## src/common/cpu8_macros.svh

```systemverilog
// widths are fixed for the 8-bit core; changing them needs matching changes to the instruction layout
`ifndef CPU8_MACROS_SVH
`define CPU8_MACROS_SVH

// datapath width
`define DATA_W 8

// register file geometry, entry 0 hardwired to zero
`define REG_ADDR_W 3
`define REG_COUNT 8

// instruction word and immediate field
`define INSTR_W 16
`define IMM_W 6

`endif

```

## src/common/cpu8_pkg.sv

```systemverilog
// instruction layout assumes INSTR_W 16 with a 4-bit opcode and 3-bit register fields
`include "cpu8_macros.svh"

package cpu8_pkg;

    // codes 5 to 15 are illegal and retire nothing
    typedef enum logic [3:0] {
        OP_NOP     = 4'd0,
        OP_ALU_REG = 4'd1,
        OP_ADDI    = 4'd2,
        OP_ANDI    = 4'd3,
        OP_XORI    = 4'd4
    } opcode_e;

    // order matches the funct encoding of the register form
    typedef enum logic [2:0] {
        ALU_ADD = 3'd0,
        ALU_SUB = 3'd1,
        ALU_AND = 3'd2,
        ALU_OR  = 3'd3,
        ALU_XOR = 3'd4,
        ALU_SHL = 3'd5,
        ALU_SHR = 3'd6,
        ALU_SLT = 3'd7
    } alu_op_e;

    // register form, rd = rs1 funct rs2
    typedef struct packed {
        opcode_e                opcode;
        logic [`REG_ADDR_W-1:0] rd;
        logic [`REG_ADDR_W-1:0] rs1;
        logic [`REG_ADDR_W-1:0] rs2;
        logic [2:0]             funct;
    } instr_reg_t;

    // immediate form, imm is two's complement
    typedef struct packed {
        opcode_e                opcode;
        logic [`REG_ADDR_W-1:0] rd;
        logic [`REG_ADDR_W-1:0] rs1;
        logic [`IMM_W-1:0]      imm;
    } instr_imm_t;

    // same 16 bits, low six decoded by opcode
    typedef union packed {
        instr_reg_t r;
        instr_imm_t i;
    } instr_t;

    // decode to execute
    typedef struct packed {
        logic                   valid;
        logic                   writes;
        logic [`REG_ADDR_W-1:0] rd;
        logic [`REG_ADDR_W-1:0] rs1;
        logic [`REG_ADDR_W-1:0] rs2;
        logic                   uses_rs2;
        logic [`DATA_W-1:0]     op_a;
        logic [`DATA_W-1:0]     op_b;
        logic [`DATA_W-1:0]     imm;
        logic                   use_imm;
        alu_op_e                alu_op;
    } id_ex_t;

    // execute to writeback, also the bank write port
    typedef struct packed {
        logic                   writes;
        logic [`REG_ADDR_W-1:0] rd;
        logic [`DATA_W-1:0]     result;
    } ex_wb_t;

endpackage

```

## src/rtl/reg_bank.sv

```systemverilog
// register 0 has no storage and reads zero; reads are combinational and a same-cycle write passes through
`timescale 1ns/10ps
`include "cpu8_macros.svh"

module reg_bank (
    input  logic                   clk,
    input  logic                   rst_n,
    input  logic                   wr_en_n,
    input  logic [`REG_ADDR_W-1:0] wr_addr,
    input  logic [`DATA_W-1:0]     wr_data,
    input  logic [`REG_ADDR_W-1:0] ra1,
    input  logic [`REG_ADDR_W-1:0] ra2,
    output logic [`DATA_W-1:0]     rd1,
    output logic [`DATA_W-1:0]     rd2
);

    // entries 1 to 7 only
    logic [`DATA_W-1:0] regs [1:`REG_COUNT-1];
    // write that actually lands in storage
    logic               wr_live;

    // active low enable, address 0 dropped
    assign wr_live = !wr_en_n && (wr_addr != '0);

    always_ff @(posedge clk or negedge rst_n) begin
        if (!rst_n) begin
            for (int i = 1; i < `REG_COUNT; i++) begin
                regs[i] <= '0;
            end
        end else if (wr_live) begin
            regs[wr_addr] <= wr_data;
        end
    end

    // zero reg first, then bypass, then storage
    function automatic logic [`DATA_W-1:0] read_port(input logic [`REG_ADDR_W-1:0] addr);
        logic [`DATA_W-1:0] val;
        if (addr == '0) begin
            val = '0;
        end else if (wr_live && (addr == wr_addr)) begin
            val = wr_data;
        end else begin
            val = regs[addr];
        end
        return val;
    endfunction

    always_comb begin
        rd1 = read_port(ra1);
        rd2 = read_port(ra2);
    end

    // write address comes from the execute stage register
    a_wr_addr_known: assert property (
        @(posedge clk) disable iff (!rst_n)
        !wr_en_n |-> !$isunknown(wr_addr)
    ) else $error("reg_bank write with unknown address");

endmodule

```

## src/rtl/decode_stage.sv

```systemverilog
// illegal opcodes decode as NOP; operands are read from the bank in the same cycle the instruction arrives
`timescale 1ns/10ps
`include "cpu8_macros.svh"

module decode_stage (
    input  logic                   clk,
    input  logic                   rst_n,
    input  logic                   instr_valid,
    input  cpu8_pkg::instr_t       instr,
    input  logic [`DATA_W-1:0]     rd_a,
    input  logic [`DATA_W-1:0]     rd_b,
    output logic [`REG_ADDR_W-1:0] ra,
    output logic [`REG_ADDR_W-1:0] rb,
    output cpu8_pkg::id_ex_t       id_ex
);

    import cpu8_pkg::*;

    // next value of the pipeline register
    id_ex_t             id_ex_d;
    // opcode is in the same place in both views
    opcode_e            opcode;
    logic               legal;
    logic               uses_rs2;
    logic               use_imm;
    alu_op_e            alu_op;
    logic [`DATA_W-1:0] imm_ext;

    assign opcode = instr.r.opcode;

    // opcode decides which view of the word is meaningful
    always_comb begin
        legal    = 1'b0;
        uses_rs2 = 1'b0;
        use_imm  = 1'b0;
        alu_op   = ALU_ADD;
        imm_ext  = '0;
        case (opcode)
            OP_ALU_REG: begin
                legal    = 1'b1;
                uses_rs2 = 1'b1;
                // funct maps one to one onto the alu ops
                alu_op   = alu_op_e'(instr.r.funct);
            end
            OP_ADDI, OP_ANDI, OP_XORI: begin
                legal   = 1'b1;
                use_imm = 1'b1;
                imm_ext = {{(`DATA_W-`IMM_W){instr.i.imm[`IMM_W-1]}}, instr.i.imm};
                if (opcode == OP_ANDI) begin
                    alu_op = ALU_AND;
                end else if (opcode == OP_XORI) begin
                    alu_op = ALU_XOR;
                end else begin
                    alu_op = ALU_ADD;
                end
            end
            // NOP and the illegal codes
            default: begin
                legal = 1'b0;
            end
        endcase
    end

    // bank read addresses, rb idle for immediate forms
    assign ra = instr.r.rs1;
    assign rb = uses_rs2 ? instr.r.rs2 : '0;

    always_comb begin
        id_ex_d          = '0;
        id_ex_d.valid    = instr_valid;
        // rd 0 would be dropped by the bank anyway, flag it off here
        id_ex_d.writes   = legal && (instr.r.rd != '0);
        id_ex_d.rd       = instr.r.rd;
        id_ex_d.rs1      = ra;
        id_ex_d.rs2      = rb;
        id_ex_d.uses_rs2 = uses_rs2;
        id_ex_d.op_a     = rd_a;
        id_ex_d.op_b     = rd_b;
        id_ex_d.imm      = imm_ext;
        id_ex_d.use_imm  = use_imm;
        id_ex_d.alu_op   = alu_op;
    end

    always_ff @(posedge clk or negedge rst_n) begin
        if (!rst_n) begin
            id_ex <= '0;
        end else begin
            id_ex <= id_ex_d;
        end
    end

    // strobe from the outside source must be clean
    a_valid_known: assert property (
        @(posedge clk) disable iff (!rst_n)
        !$isunknown(instr_valid)
    ) else $error("instr_valid is unknown");

endmodule

```

## src/rtl/execute_stage.sv

```systemverilog
// forwards only from the instruction one slot ahead; older results must come through the bank
`timescale 1ns/10ps
`include "cpu8_macros.svh"

module execute_stage (
    input  logic             clk,
    input  logic             rst_n,
    input  cpu8_pkg::id_ex_t id_ex,
    output cpu8_pkg::ex_wb_t ex_wb
);

    import cpu8_pkg::*;

    localparam int SHAMT_W = $clog2(`DATA_W);

    // forward hits against the retiring instruction
    logic               fwd_a;
    logic               fwd_b;
    logic [`DATA_W-1:0] op_a;
    logic [`DATA_W-1:0] op_b;
    logic [SHAMT_W-1:0] shamt;
    logic [`DATA_W-1:0] result;
    ex_wb_t             ex_wb_d;

    // ex_wb.writes is already clear for rd 0 and bubbles
    assign fwd_a = ex_wb.writes && (ex_wb.rd == id_ex.rs1);
    assign fwd_b = ex_wb.writes && id_ex.uses_rs2 && (ex_wb.rd == id_ex.rs2);

    // operand a
    assign op_a = fwd_a ? ex_wb.result : id_ex.op_a;

    // operand b, immediate wins over the register path
    always_comb begin
        if (id_ex.use_imm) begin
            op_b = id_ex.imm;
        end else if (fwd_b) begin
            op_b = ex_wb.result;
        end else begin
            op_b = id_ex.op_b;
        end
    end

    // low bits of b only
    assign shamt = op_b[SHAMT_W-1:0];

    // all ops wrap at 8 bits
    always_comb begin
        case (id_ex.alu_op)
            ALU_ADD: result = op_a + op_b;
            ALU_SUB: result = op_a - op_b;
            ALU_AND: result = op_a & op_b;
            ALU_OR:  result = op_a | op_b;
            ALU_XOR: result = op_a ^ op_b;
            ALU_SHL: result = op_a << shamt;
            ALU_SHR: result = op_a >> shamt;
            // unsigned compare, 1 or 0
            ALU_SLT: result = {{(`DATA_W-1){1'b0}}, (op_a < op_b)};
            default: result = '0;
        endcase
    end

    always_comb begin
        // bubbles never write
        ex_wb_d.writes = id_ex.valid && id_ex.writes;
        ex_wb_d.rd     = id_ex.rd;
        ex_wb_d.result = result;
    end

    always_ff @(posedge clk or negedge rst_n) begin
        if (!rst_n) begin
            ex_wb <= '0;
        end else begin
            ex_wb <= ex_wb_d;
        end
    end

    // decode must never flag a write to the zero register
    a_no_write_r0: assert property (
        @(posedge clk) disable iff (!rst_n)
        id_ex.writes |-> (id_ex.rd != '0)
    ) else $error("id_ex flags a write to r0");

endmodule

```

## src/rtl/cpu8_core.sv

```systemverilog
// no stalls and no back-pressure; each instruction retires exactly two edges after it is sampled
`timescale 1ns/10ps
`include "cpu8_macros.svh"

module cpu8_core (
    input  logic                   clk,
    input  logic                   rst_n,
    input  logic                   instr_valid,
    input  cpu8_pkg::instr_t       instr,
    output logic                   wb_valid,
    output logic [`REG_ADDR_W-1:0] wb_dest,
    output logic [`DATA_W-1:0]     wb_data
);

    import cpu8_pkg::*;

    // bank read side, driven by decode
    logic [`REG_ADDR_W-1:0] ra;
    logic [`REG_ADDR_W-1:0] rb;
    logic [`DATA_W-1:0]     rd_a;
    logic [`DATA_W-1:0]     rd_b;
    // stage registers
    id_ex_t                 id_ex;
    ex_wb_t                 ex_wb;
    logic                   wr_en_n;

    // writeback register drives the bank, enable is active low
    assign wr_en_n = !ex_wb.writes;

    // retired writes are visible at the ports
    assign wb_valid = ex_wb.writes;
    assign wb_dest  = ex_wb.rd;
    assign wb_data  = ex_wb.result;

    reg_bank u_reg_bank (
        .clk     (clk),
        .rst_n   (rst_n),
        .wr_en_n (wr_en_n),
        .wr_addr (ex_wb.rd),
        .wr_data (ex_wb.result),
        .ra1     (ra),
        .ra2     (rb),
        .rd1     (rd_a),
        .rd2     (rd_b)
    );

    decode_stage u_decode (
        .clk         (clk),
        .rst_n       (rst_n),
        .instr_valid (instr_valid),
        .instr       (instr),
        .rd_a        (rd_a),
        .rd_b        (rd_b),
        .ra          (ra),
        .rb          (rb),
        .id_ex       (id_ex)
    );

    execute_stage u_execute (
        .clk   (clk),
        .rst_n (rst_n),
        .id_ex (id_ex),
        .ex_wb (ex_wb)
    );

endmodule

```

## config.mk

```make
export PLATFORM = sky130hd
export DESIGN_NAME = cpu8_core
export DESIGN_NICKNAME = d
export VERILOG_FILES = /design/src/common/cpu8_pkg.sv /design/src/rtl/reg_bank.sv /design/src/rtl/decode_stage.sv /design/src/rtl/execute_stage.sv /design/src/rtl/cpu8_core.sv
export VERILOG_INCLUDE_DIRS = /design/src /design/src/common
export SDC_FILE = /design/constraint.sdc
export NUM_CORES = 1
export LEC_CHECK = 0
export BUFFER_PORTS_ARGS = -buffer_cell sky130_fd_sc_hd__buf_4
export CORE_MARGIN = 3
export CORE_UTILIZATION = 30
export CTS_CLUSTER_DIAMETER = 200
export DETAILED_ROUTE_END_ITERATION = 16
export HOLD_SLACK_MARGIN = 0.12
export PLACE_DENSITY = 0.44
export SYNTH_ARGS = -nofsm -noshare
export SYNTH_HDL_FRONTEND = slang
export SYNTH_SLANG_ARGS = --single-unit
```

## constraint.sdc

```tcl
create_clock -name clk -period 5.81 [get_ports clk]
set_input_delay 0.2905 -clock clk [delete_from_list [all_inputs] [get_ports clk]]
set_output_delay 0.2905 -clock clk [all_outputs]
set_load 0.02 [all_outputs]
```

; ---- Word level (Yosys, flattened, before mapping)
; Index checks and enable logic that the tools add are counted.
[op_classes]
mux = 25
n_eq_ne = 15
shift = 2
reduce_logical = 16
order_cmp = 5
n_addsub = 2
bitwise_logic = 6
[op_table]
columns = op, count
row1 = 2-to-1 mux 8 bit, 13
row2 = case mux 8 bit (8 select lines), 1
row3 = bitwise mux 56 bit, 1
row4 = binary-select mux 8 bit (select 3 bit), 2
row5 = demux 8 bit (select 3 bit), 1
row6 = equality test 3 bit, 4
row7 = equality test 3 bit (second input constant), 4
row8 = greater-or-equal comparator 4 bit (second input constant), 3
row9 = NOT 3 -> 4 bit, 3
row10 = logical AND 1 bit, 9
row11 = logical NOT 3 bit, 3
row12 = 2-to-1 mux 3 bit, 3
row13 = adder 8 bit, 1
row14 = AND 8 bit, 1
row15 = equality test 4 x 2 -> 1 bit (second input constant), 2
row16 = < comparator 8 bit, 1
row17 = OR 8 bit, 1
row18 = << shifter 8 x 3 -> 8 bit, 1
row19 = >> shifter 8 x 3 -> 8 bit, 1
row20 = subtractor 8 bit, 1
row21 = XOR 8 bit, 1
row22 = equality test 3 x 2 -> 1 bit (second input constant), 2
row23 = case mux 3 bit (2 select lines), 1
row24 = nonzero test 3 bit, 2
row25 = other kinds (7), 9
[word_totals]
inputBits = 19
word_cells = 92
out_inout_bits = 12
regBits = 108

; ---- Logic depth before layout (Yosys ltp)
; Gate-level depths: netlist of run 1.
[logic_depth]
ltp_word = 9
mapped_depth = 17
depth_no_buf = 15

; ---- Modules after synthesis
; Synthesis of run 1 repeated with hierarchy kept, for this count alone.
[unflattened]
cells_unflattened = 659
hier_area_um2 = 7086.8
[modules_own_cells]
columns = mod, n_inst, cells_each, seq_area_each_um2, area_per_inst_um2
row1 = reg_bank, 1, 254, 1401.3, 3523.4
row2 = execute_stage, 1, 328, 300.3, 2353.5
row3 = decode_stage, 1, 76, 950.9, 1206.2
row4 = cpu8_core, 1, 1, 0.0, 3.8

; ---- Worst setup path after synthesis of run 1
; No wires, ideal clock.
[synth_timing]
path_kind = reg2reg
start = register u_execute.ex_wb[9] (netlist name)
end = register u_execute.ex_wb[7] (netlist name)
period_less_slack_ns = 3.629
arrival_time_ns = 3.557
setup_slack_ns = 2.181
n_path_buf = 3
path_stages_with_launch = 16
t_required_ns = 5.738
setup_ns = 0.072
path_cell_list = dfrtp_1 -> xor2_1 -> nor4_2 -> buf_6 -> mux2i_1 -> o21a_4 -> clkbuf_1 -> ha_1 -> clkbuf_1 -> a21oi_1 -> o21bai_1 -> a2111oi_0 -> nor4_1 -> nor2_1 -> or4b_1 -> nand4b_1

==> results of run 1 <==
[path summary, 6_finish.rpt]
kind / endpoint / slack, ns / cells after the start
worst max-delay path: u_execute.ex_wb[6] / 1.74 / 13
worst min-delay path: u_decode.id_ex[0] / 0.15 / 2
worst max register to register: u_execute.ex_wb[6] / 1.74 / 13
worst min register to register: u_execute.ex_wb[10] / 0.35 / 0
max in group asynchronous: u_reg_bank.regs[4] / 4.11 / 3
min in group asynchronous: u_reg_bank.regs[46] / 0.46 / 2
[area by class of cell]
| class | instances | area (sq um) |
|---|---|---|
| sequential | 106 | 2650 |
| inverter | 31 | 119 |
| multi-input combinational | 498 | 3840 |
| clock buffer | 10 | 239 |
| clock inverter | 6 | 71.3 |
| tap | 280 | 350 |
| timing repair buffer | 43 | 340 |
| fill | 2224 | 14500 |
[synthesized netlist by cell type, types with 4 or more instances]
library cell,count
a22oi_1,10
inv_1,26
a21oi_1,64
a31oi_1,5
nand3_1,8
nand2_1,54
mux2_2,77
o21bai_1,4
o31ai_1,4
nor2b_1,7
nor2_1,53
clkbuf_1,41
a211oi_1,9
nand4b_1,4
inv_2,4
or3_1,4
o22ai_1,8
xor2_1,6
dfrtp_1,106
mux2i_1,28
and2_1,10
xnor2_1,12
o21ai_0,28
nor3_1,13
mux4_2,15
o2111ai_1,4
ha_1,23
[kinds of logic (layout without fill, tap and decap cells)]
kind of cell,count (synthesis),count (layout)
AOI/OAI and AO/OA,166,166
adders and majority gates,25,25
buffers and inverters,82,90
and+or+nand+nor,169,169
muxes,120,120
DFF,106,106
xor gates and xnor gates,18,18
[through the flow]
step                      cell area (sq um)  util [%]  hold slack (ns)  setup WS, ns  instances
after floorplan                        6830         -         -0.00509          2.18        686
after global placement                 7230      32.7            0.311          1.85        951
after detailed placement               7230      32.7            0.313          1.77        951
after CTS                              7610      34.5            0.138          1.75        974
after global routing                   7610      34.5            0.152          1.47        974
final                                  7610      34.5            0.155          1.74        974
[cells in the final DEF, fill, tap and decap left out, drive strengths merged, types with 15 or more instances in the layout]
master    n
ha       23
nor2     53
o21ai    30
nand2    54
mux2i    28
nor3     15
buf      36
mux2     77
dfrtp   106
a21oi    64
inv      34
mux4     15
[metal layers]
layer | up-vias | wire length, um | part of all wire (%) | GRT usage (%)
li1 | 2495 | - | - | -
met1 | 2620 | 9150 | 45 | 22.3
met2 | 102 | 10000 | 50 | 29.0
met3 | 24 | 528 | 2.6 | 2.41
met4 | 0 | 503 | 2.5 | 5.25
met5 | - | 0 | 0 | 0
[what timing repair did]
action | 4_1_cts | 5_1_grt
gates resized for setup | 0 | 0
setup endpoints to repair | 0 | 0
setup buffers | 0 | 0
hold endpoints to repair | 47 | 0
hold buffers | 7 | 0
[power by group through the flow]
stage / Combinational (W) / Clock (W) / Sequential, W
after detailed placement: 0.000536 / 0 / 0.00100
after global routing: 0.000595 / 0.000701 / 0.00101
after floorplan: 0.000403 / 0 / 0.000931
after CTS: 0.000543 / 0.000670 / 0.000988
final: 0.000537 / 0.000646 / 0.000986
after global placement: 0.000529 / 0 / 0.000997
[registers in the layout, summed over array words and instances, names as in the netlist]
register / count
u_execute.ex_wb: 12
u_decode.id_ex: 38
u_reg_bank.regs: 56
==> reports/summary.md, run 1 <==
The synthesized netlist devotes 2.31% of its cell area to XOR and XNOR gates. Setup violations remaining at the end of the flow were counted as 0. After global routing the overflow that remains totals 0. The number of enable-type register cells in the synthesized netlist is 0.

The critical path is of the register to register type. The synthesized netlist contains 63 unique library cells. The buffers plus inverters on the worst setup path is 1, and the total power is 0.00217 W.

After layout, the worst path uses 70.1% of the clock period. Sorting the synthesized cells by area gives the leading types as dfrtp_1 39%, mux2_2 13%, mux4_2 4.9%. The post-detailed-route count of antenna-violating nets was 0; the stage delay of the slowest cell on the critical path was 0.65 ns.

The final route contains 5241 vias. The first global-routing pass estimated 31.9 mm of wire. Of the total power, the share spent switching nets is 33.3%. The die covers 24600 sq um. The worst vdd rail ir drop was 0.142 mV; the fraction of final layout cells sized beyond drive strength 1 was 22.8%. The share of synthesized registers carrying an async set or reset is 100%. After routing, the total negative slack on setup checks comes to 0 ns. In the synthesized netlist the dominant register cell turns out to be dfrtp_1. After synthesis the cells add up to 6830 sq um. The final number of hold-violating endpoints was 0. The relative contribution of combinational cells to total power is 24.7%.

The worst setup skew after layout is 0.00869 ns, and the total wire length after detailed routing is 20.2 mm. The tools report the clock network power share as 29.8%. The worst setup path is launched from a register.

The number of placement rows was 54. The mux contribution to synthesized area works out to 21.8%. At the end of the flow, the number of nets in the layout was 733. The tools report the last weighted congestion value of the routability-driven placer as 0.862. After floorplanning, the core was sized to cover 22100 sq um. The minimum clock period was 4.07 ns. After detailed routing, the number of vias per cell comes to 5.38. For this run, the register share of the synthesized area comes to 38.9%. The worst hold path begins at instr[0]. Global routing consumed, over all layers together, 17.0% of the routing resources. The startpoint identified for the worst register-to-register timing path is u_execute.ex_wb[10].

Walking the worst path, the cells encountered are xnor2_1 > and4_1 > mux2i_1 > ha_1 > fa_1 > inv_1 > a21o_1 > a21oi_1 > o31ai_1 > a22oi_1 > xnor2_1 > a211oi_1 > nand3_1. The synthesized area per cell works out to 9.95 sq um. 0 antenna diodes ended up in the layout.

Setup repair after global routing left no endpoint under its margin. The die outline height came out at 157 um. The die is 157 um wide. Of all nets on the critical path, the largest fanout is 16. At the later pin of the worst-skew pair, clock insertion delay measures 0.35 ns. Counting flops and latches in the post-synthesis netlist gives 106. Broken down by cell family, the worst path's largest delay share belongs to compound AO/OA/AOI/OAI gates. The dominant combinational cell family by area after synthesis is multiplexers. The analysis attributes to net switching a power of 0.000723 W. The cell repeated most along the worst path was xnor2_1.

The class of the worst hold path was primary input to register. STA puts the critical path data arrival time at 4.29 ns. The longest clock path from root to sink contains 2 buffers. The post-synthesis compound-gate area fraction was 15.5%; the pin slew with the least headroom to its limit was 1.02 ns. The clock-pin slew of the registers on the worst-case setup and hold paths is 0.08 ns, and the max capacitance violation total is 0. The routed length per placed instance is 20.7 um, and the post-synthesis net count is 730.

The total CTS buffers was 9. For the top-level port count, the log shows 31. The number of global-route vias before repair is 5397, and the maximum clock frequency is 246 MHz. Dividing total power by cell area gives a power density of 285 nW/um^2. The number of antenna violations at the first check in global routing is 0, and the required arrival time at the worst endpoint is 6.03 ns. Critical path launch point: u_execute.ex_wb[10].

Relative to the synthesized area, the layout overhead comes to 11.5%. The placed wire-length estimate after detailed placement was 14.4 mm. The root buffer cell chosen for the clock tree is clkbuf_16.

Cell type with the highest aggregate area in the netlist: dfrtp_1. The tools report the count of final max-slew check failures as 0. Length of the first detailed-routing pass in iterations: 6.

The tools report the kind of capture point of the worst setup path as a register. Port buffering added 30 buffers. The top-area cell type share of the netlist area was 38.9%; the worst max-slew margin expressed relative to the limit was 31.5%.

The cell count after synthesis came out at 686. The cell at the slowest stage of the critical path is dfrtp_1. Detailed-route DRC error count: 0.

Cell internal power was estimated by the tool at 0.00145 W. TritonCTS built the clock tree. The clock drives 106 sinks.

After the first detailed-routing iteration, the DRC count stood at 258. The flow ran to the end, and the final reports show no timing, DRC or antenna violations. Entering global routing, the biggest net connects 66 pins. The synthesized netlist devotes 11.8% of its cell area to simple gates. Summed over all cells, the static leakage comes to 3.33 nW. The synthesized netlist devotes 4.80% of its cell area to adder and majority cells.

Once the floorplan was initialized, standard cells occupied 30.9% of the core. The logs give 45.5% for the sequential cell fraction of total power and 3 for the count of H-tree levels built during CTS. During synthesis, Yosys emitted a total of 0 warnings.
Power figures use the tool's default switching activity.
==> run 2, diff against run 1 <==
clock period = 3.9 ns   (was 5.81 ns; I/O delays follow)
==> reports/summary.md, run 2 (same netlist as run 1, synthesis figures left out) <==
Setup violations remaining at the end of the flow were counted as 0. The library cells used most frequently in the layout, excluding fill and tap cells, are 106 x dfrtp_1, 77 x mux2_2, 64 x a21oi_1. The run gives 3.87 ns as the arrival time at the worst endpoint. The sum of negative setup slack was 0 ns; the length of the first detailed-routing pass in iterations was 4.

The area growth from synthesis to layout is 14.3%. TritonCTS built the clock tree. The number of cells on the worst reg-to-reg path is 14. The routed layout has 5334 vias. The H-tree was split into 3 levels.

The fraction of final layout cells sized beyond drive strength 1 was 24.6%; the required arrival time at the worst endpoint was 4.19 ns. Leaving out fill and tap cells, the most frequent cell in the layout is dfrtp_1. The x dimension of the die is 157 um.

The tools report the number of placement rows as 54. Across the routed clock network, the largest skew measured is 0.0108 ns. After detailed placement, the total cell area comes to 7360 sq um.

The largest registers in the layout are u_reg_bank.regs: 56 flops, u_decode.id_ex: 38 flops, u_execute.ex_wb: 12 flops. The number of buffers added on ports was 30; the total CTS buffers was 9. 31 I/O pins were placed. The number of setup buffers added after CTS is 0. In the final layout, the multi-input gates occupy 3850 sq um. The worst-case IR drop observed on VDD is 0.215 mV. After detailed routing, the number of vias per cell comes to 5.37. Peak fanout along the critical path: 10. The die is 157 um tall. The tools report the final number of hold-violating endpoints as 0.

Headroom to the max-slew limit came out at 27.8%. In this run the standard cell core region covers 22100 sq um. The logs give 64 for the largest net degree at the start of global routing and 106 for the total number of clock tree sinks.

The run gives 20.4 mm as the total wire length after detailed routing. The logs give 0 for the number of antenna violations at the first check in global routing and 2 for the number of buffers on the longest clock path. After routing the design area is 7800 sq um.

The clock insertion delay at the later pin of the skew report is 0.36 ns, and the total track usage is 17.1%. The number of flip-flops under the largest register name works out to 56. The tool flagged a number of max-cap violations equal to 0.

For this configuration, the core starts out at a cell density of 30.9%. The worst setup path is captured at a register. The static leakage power came out at 3.43 nW.

Register name with the most flops: u_reg_bank.regs. Total power divided by cell area: 421 nW/um^2. The flow ran to the end, and the final reports show no timing, DRC or antenna violations. The portion of the clock cycle consumed by the worst path in the final layout was 91.8%. The worst hold path belongs to the class primary input to register. The kind of critical path was register to register. Startpoint class of the critical path: a register. The number of global-route vias before repair was 5629; the placed wire-length estimate after detailed placement was 14.4 mm. The number of antenna diodes in the final layout is 0.

The logs give 0 for the post-detailed-route count of antenna-violating nets and 0 for the remaining global-route overflow. Last weighted congestion value of the routability-driven placer: 0.863. After clock tree synthesis, the clock-pin slew on the worst setup and hold paths is 0.08 ns.

After detailed routing, the average wire length per cell comes to 20.5 um. The die covers 24600 sq um. Setup repair after global routing left no endpoint under its margin. Derived from the worst setup path, the maximum achievable clock frequency is 279 MHz. After the last flow step, the layout net total stands at 753. The count of final max-slew check failures is 0. Detailed-route DRC error count: 0. The first routing iteration left 279 violations. Across the whole layout, storage elements account for 2650 sq um.

The pin slew with the least headroom to its limit was 1.08 ns. The first global-routing pass estimated 32.4 mm of wire. The worst path in the final design needs a cycle of 3.58 ns, including I/O delays and setup.

Count of filler cells inserted in the layout: 2228. The tree is rooted in a clkbuf_16. The cell depth of the worst min-delay path came out at 1.
==> run 2: what timing repair did <==
action                                 CTS  global route
gates resized for setup                  0             4
hold buffers                            12             0
endpoints found under the hold margin   73             0
setup endpoints to repair                0             2
==> run 2: through the flow <==
step                      power [W]  std cells  setup slack (ns)  hold slack (ns)  utilization [%]
after floorplan             0.00199        686             0.271           -0.101                -
after global placement      0.00230        966             0.345            0.307             33.3
after detailed placement    0.00232        966             0.279            0.311             33.3
after CTS                   0.00331        994             0.256            0.142             35.3
after global routing        0.00348        994          0.000133            0.138             35.3
final                       0.00328        994             0.320            0.147             35.3
==> run 2: worst paths after layout <==
path                               startpoint             endpoint  slack [ns]
min reg2reg                u_decode.id_ex[36]   u_execute.ex_wb[9]        0.36
min                                  instr[8]   u_decode.id_ex[34]        0.15
min in group asynchronous               rst_n  u_reg_bank.regs[32]        0.48
max in group asynchronous               rst_n   u_reg_bank.regs[4]        2.53
max reg2reg                u_execute.ex_wb[9]   u_execute.ex_wb[7]        0.32
max                        u_execute.ex_wb[9]   u_execute.ex_wb[7]        0.32
==> run 2: cell type report <==
type / count / area share, %
Clock buffer: 9 / 2.89
Sequential cell: 106 / 34.0
Tap cell: 280 / 4.49
Inverter: 31 / 1.52
Timing Repair Buffer: 63 / 6.61
Multi-Input combinational cell: 498 / 49.4
Clock inverter: 7 / 1.09
==> run 2: layer usage <==
| metal | routed length, um | vias up | GRT usage, % |
|---|---|---|---|
| met5 | 0 | - | 0 |
| met4 | 433 | 0 | 5.25 |
| met3 | 549 | 33 | 2.27 |
| met2 | 10000 | 85 | 29.0 |
| met1 | 9360 | 2678 | 22.8 |
| li1 | - | 2538 | - |
==> run 2: power breakdown <==
part,switching (W),total (W),internal [W]
clock,0.000459,0.000972,0.000513
sequential,0.000166,0.00141,0.00125
combinational,0.000486,0.000897,0.000410
==> run 2: critical path, cell delays in order (launching register included) <==
cell       delay, ns
dfrtp_1         0.39
xor2_1          0.17
nor4_2          0.39
buf_12          0.19
mux2i_1         0.31
o21ai_4         0.09
ha_1            0.34
o21bai_1        0.16
a21oi_1         0.13
o21bai_1        0.25
a2111oi_2       0.12
nor4_1          0.27
nor2_1          0.06
or4b_1          0.52
nand4b_1        0.12
==> run 3, diff against run 2 <==
CTS_BUF_LIST = sky130_fd_sc_hd__clkbuf_2   (was default)
clock period = 4.6 ns   (was 3.9 ns; I/O delays follow)
==> reports/summary.md, run 3 (same netlist as run 1, synthesis figures left out) <==
In this run the tightest slew margin relative to its limit is 24.4%. Clock-pin slew was measured on the worst setup and hold paths at 0.34 ns. For this block, the routed nets add up to 20.7 mm of wire. The worst hold path belongs to the class primary input to async pin.

The number of global-route vias before repair is 5499. Root buffer cell: clkbuf_2. The post-layout worst setup margin is 0.638 ns, and the share of the core filled with cells in the final layout is 34.3%. In this run the count of I/O pins placed on the die edge is 31. At the end of routability-driven placement, the weighted congestion stood at 0.863. The run gives 22100 sq um as the placeable core region. In this run the deepest clock path goes through 2 buffers.

For the final number of hold-violating endpoints, the log shows 0. For the count of H-tree levels built during CTS, the log shows 3. The post-route netlist has 22.3% of its cells at a drive strength greater than 1. The max capacitance violation total came out at 0.

The kind of capture point of the worst setup path was a register. Placed wire-length estimate after detailed placement: 14.5 mm. In the layout the commonest cells are 106 x dfrtp_1, 77 x mux2_2, 64 x a21oi_1. Count of instances resized after the clock tree is built: 0.

Clock insertion delay at the later pin of the skew report: 0.65 ns. Maximum clock frequency: 252 MHz. The clock arrives with 0.0457 ns of skew. Pin slew with the least headroom to its limit: 1.13 ns.

The minimum clock period works out to 3.96 ns. The startpoint class of the critical path is a register. Setup violations remaining at the end of the flow were counted as 0. The run gives 106 as the total number of clock tree sinks. The peak fanout along the critical path is 16, and the area added between synthesis and finish is 10.9%.

The number of buffers added on ports works out to 30. Final-layout worst hold slack: 0.173 ns. The logs give 32.5 mm for the global-route wire length before repair and 24600 sq um for the full die area.

The detail route stage leaves a number of antenna-violating nets equal to 0. Number of flip-flops under the largest register name: 56. Setup repair after global routing left no endpoint under its margin. Broken down by cell family, the worst path's largest delay share belongs to compound AO/OA/AOI/OAI gates. First-iteration detailed-routing DRC count: 287. The floorplan has 54 rows.

TritonCTS built the clock tree. The worst-case IR drop observed on VDD is 0.164 mV. The first detailed-routing pass took 5 iterations. Dividing the detail-routed via count by the number of cells gives 5.41. Counting flops per register, the top entry is u_reg_bank.regs.

The worst setup path is of the register to register kind. The register-to-register setup slack is 0.64 ns, and the buffers plus inverters on the worst setup path is 0. Measured in cells, the most critical reg-to-reg path has a length of 12. The floorplan step set the die width to 157 um. The startpoint identified for the worst register-to-register timing path is u_execute.ex_wb[10]. After detailed routing, the average wire length per cell comes to 20.9 um. The tools report the total track usage as 17.3%. The library cell used most frequently in the layout, excluding fill and tap cells, is dfrtp_1.

The total power divided by cell area was 321 nW/um^2; the required arrival time at the worst endpoint was 5.19 ns. The final-stage net count is 747. The cell repeated most along the worst path was o21bai_1. 0 antenna diodes ended up in the layout.

The run gives 0 as the detailed-route DRC error count. The effective utilization at floorplan came out at 30.9%. The cell at the slowest stage of the critical path was dfrtp_1. Portion of the clock cycle consumed by the worst path in the final layout: 86.1%.

Timing analysis after detailed placement gives a worst setup slack of 0.697 ns. The largest registers in the layout are u_reg_bank.regs: 56 flops, u_decode.id_ex: 38 flops, u_execute.ex_wb: 12 flops. Entering global routing, the biggest net connects 63 pins.

For the sum of negative setup slack, the log shows 0 ns. The remaining global-route overflow was 0. In this run the static leakage power is 3.32 nW.

The run finished with clean final reports. Measured along the y axis, the die boundary spans 157 um. At the worst endpoint, the arrival time is 4.55 ns. The number of clock buffers added by TritonCTS is 9. The count of final max-slew check failures was 0. For the number of setup buffers added after CTS, the log shows 0. Capture instance of the worst register-to-register path: u_execute.ex_wb[7]. The number of antenna violations at the first check in global routing is 0, and the vias after detailed routing is 5350. The stage delay of the slowest cell on the critical path came out at 0.74 ns. Walking the worst path, the cells encountered are xnor2_1 > and4_1 > mux2i_1 > ha_1 > o21bai_1 > a21oi_1 > o21bai_1 > a2111oi_0 > o311a_1 > o21ai_0 > o211ai_1 > nand4b_1.
run 3: layer usage:
metal  track usage [%]  vias up  routed length (um)
met2              29.2      102               10100
li1                  -     2520                   -
met5                 0        -                   0
met1              23.1     2700                9540
met3              1.85       28                 558
met4              6.04        0                 512
run 3: final cells by class:
cell class	instances	area (sq um)
fillers	2260	14500
multi-input cells	498	3840
flip-flops and latches	106	2650
repair buffers	57	480
well taps	280	350
inverters	31	119
clock inverters	7	82.6
clock buffers	9	45.0
run 3: worst max path at each step:
| stage | from | endpoint | cells past startpoint |
|---|---|---|---|
| after floorplan | u_execute.ex_wb[9] | u_execute.ex_wb[7] | 15 |
| after global placement | u_execute.ex_wb[9] | u_execute.ex_wb[7] | 14 |
| after detailed placement | u_execute.ex_wb[10] | u_execute.ex_wb[6] | 13 |
| after CTS | u_execute.ex_wb[10] | u_execute.ex_wb[6] | 13 |
| after global routing | u_execute.ex_wb[10] | u_execute.ex_wb[7] | 12 |
| final | u_execute.ex_wb[10] | u_execute.ex_wb[7] | 12 |
run 3: power breakdown:
group,internal [W],switching [W],leakage [nW]
registers,0.00106,0.000190,1.42
logic,0.000332,0.000357,1.83
clock network,0.000138,0.000355,0.0767
run 3: timing repair:
item                                    4_1_cts  5_1_grt
hold buffers                                 21        0
hold endpoints to repair                     91        0
endpoints found under the setup margin        0        0
run 3: stage by stage:
step	instance area, sq um	cells	power [W]
2_1_floorplan	6830	686	0.00168
5_1_grt	7570	988	0.00259
6_report	7570	988	0.00243
3_3_place_gp	7230	951	0.00192
4_1_cts	7570	988	0.00246
3_5_place_dp	7230	951	0.00194
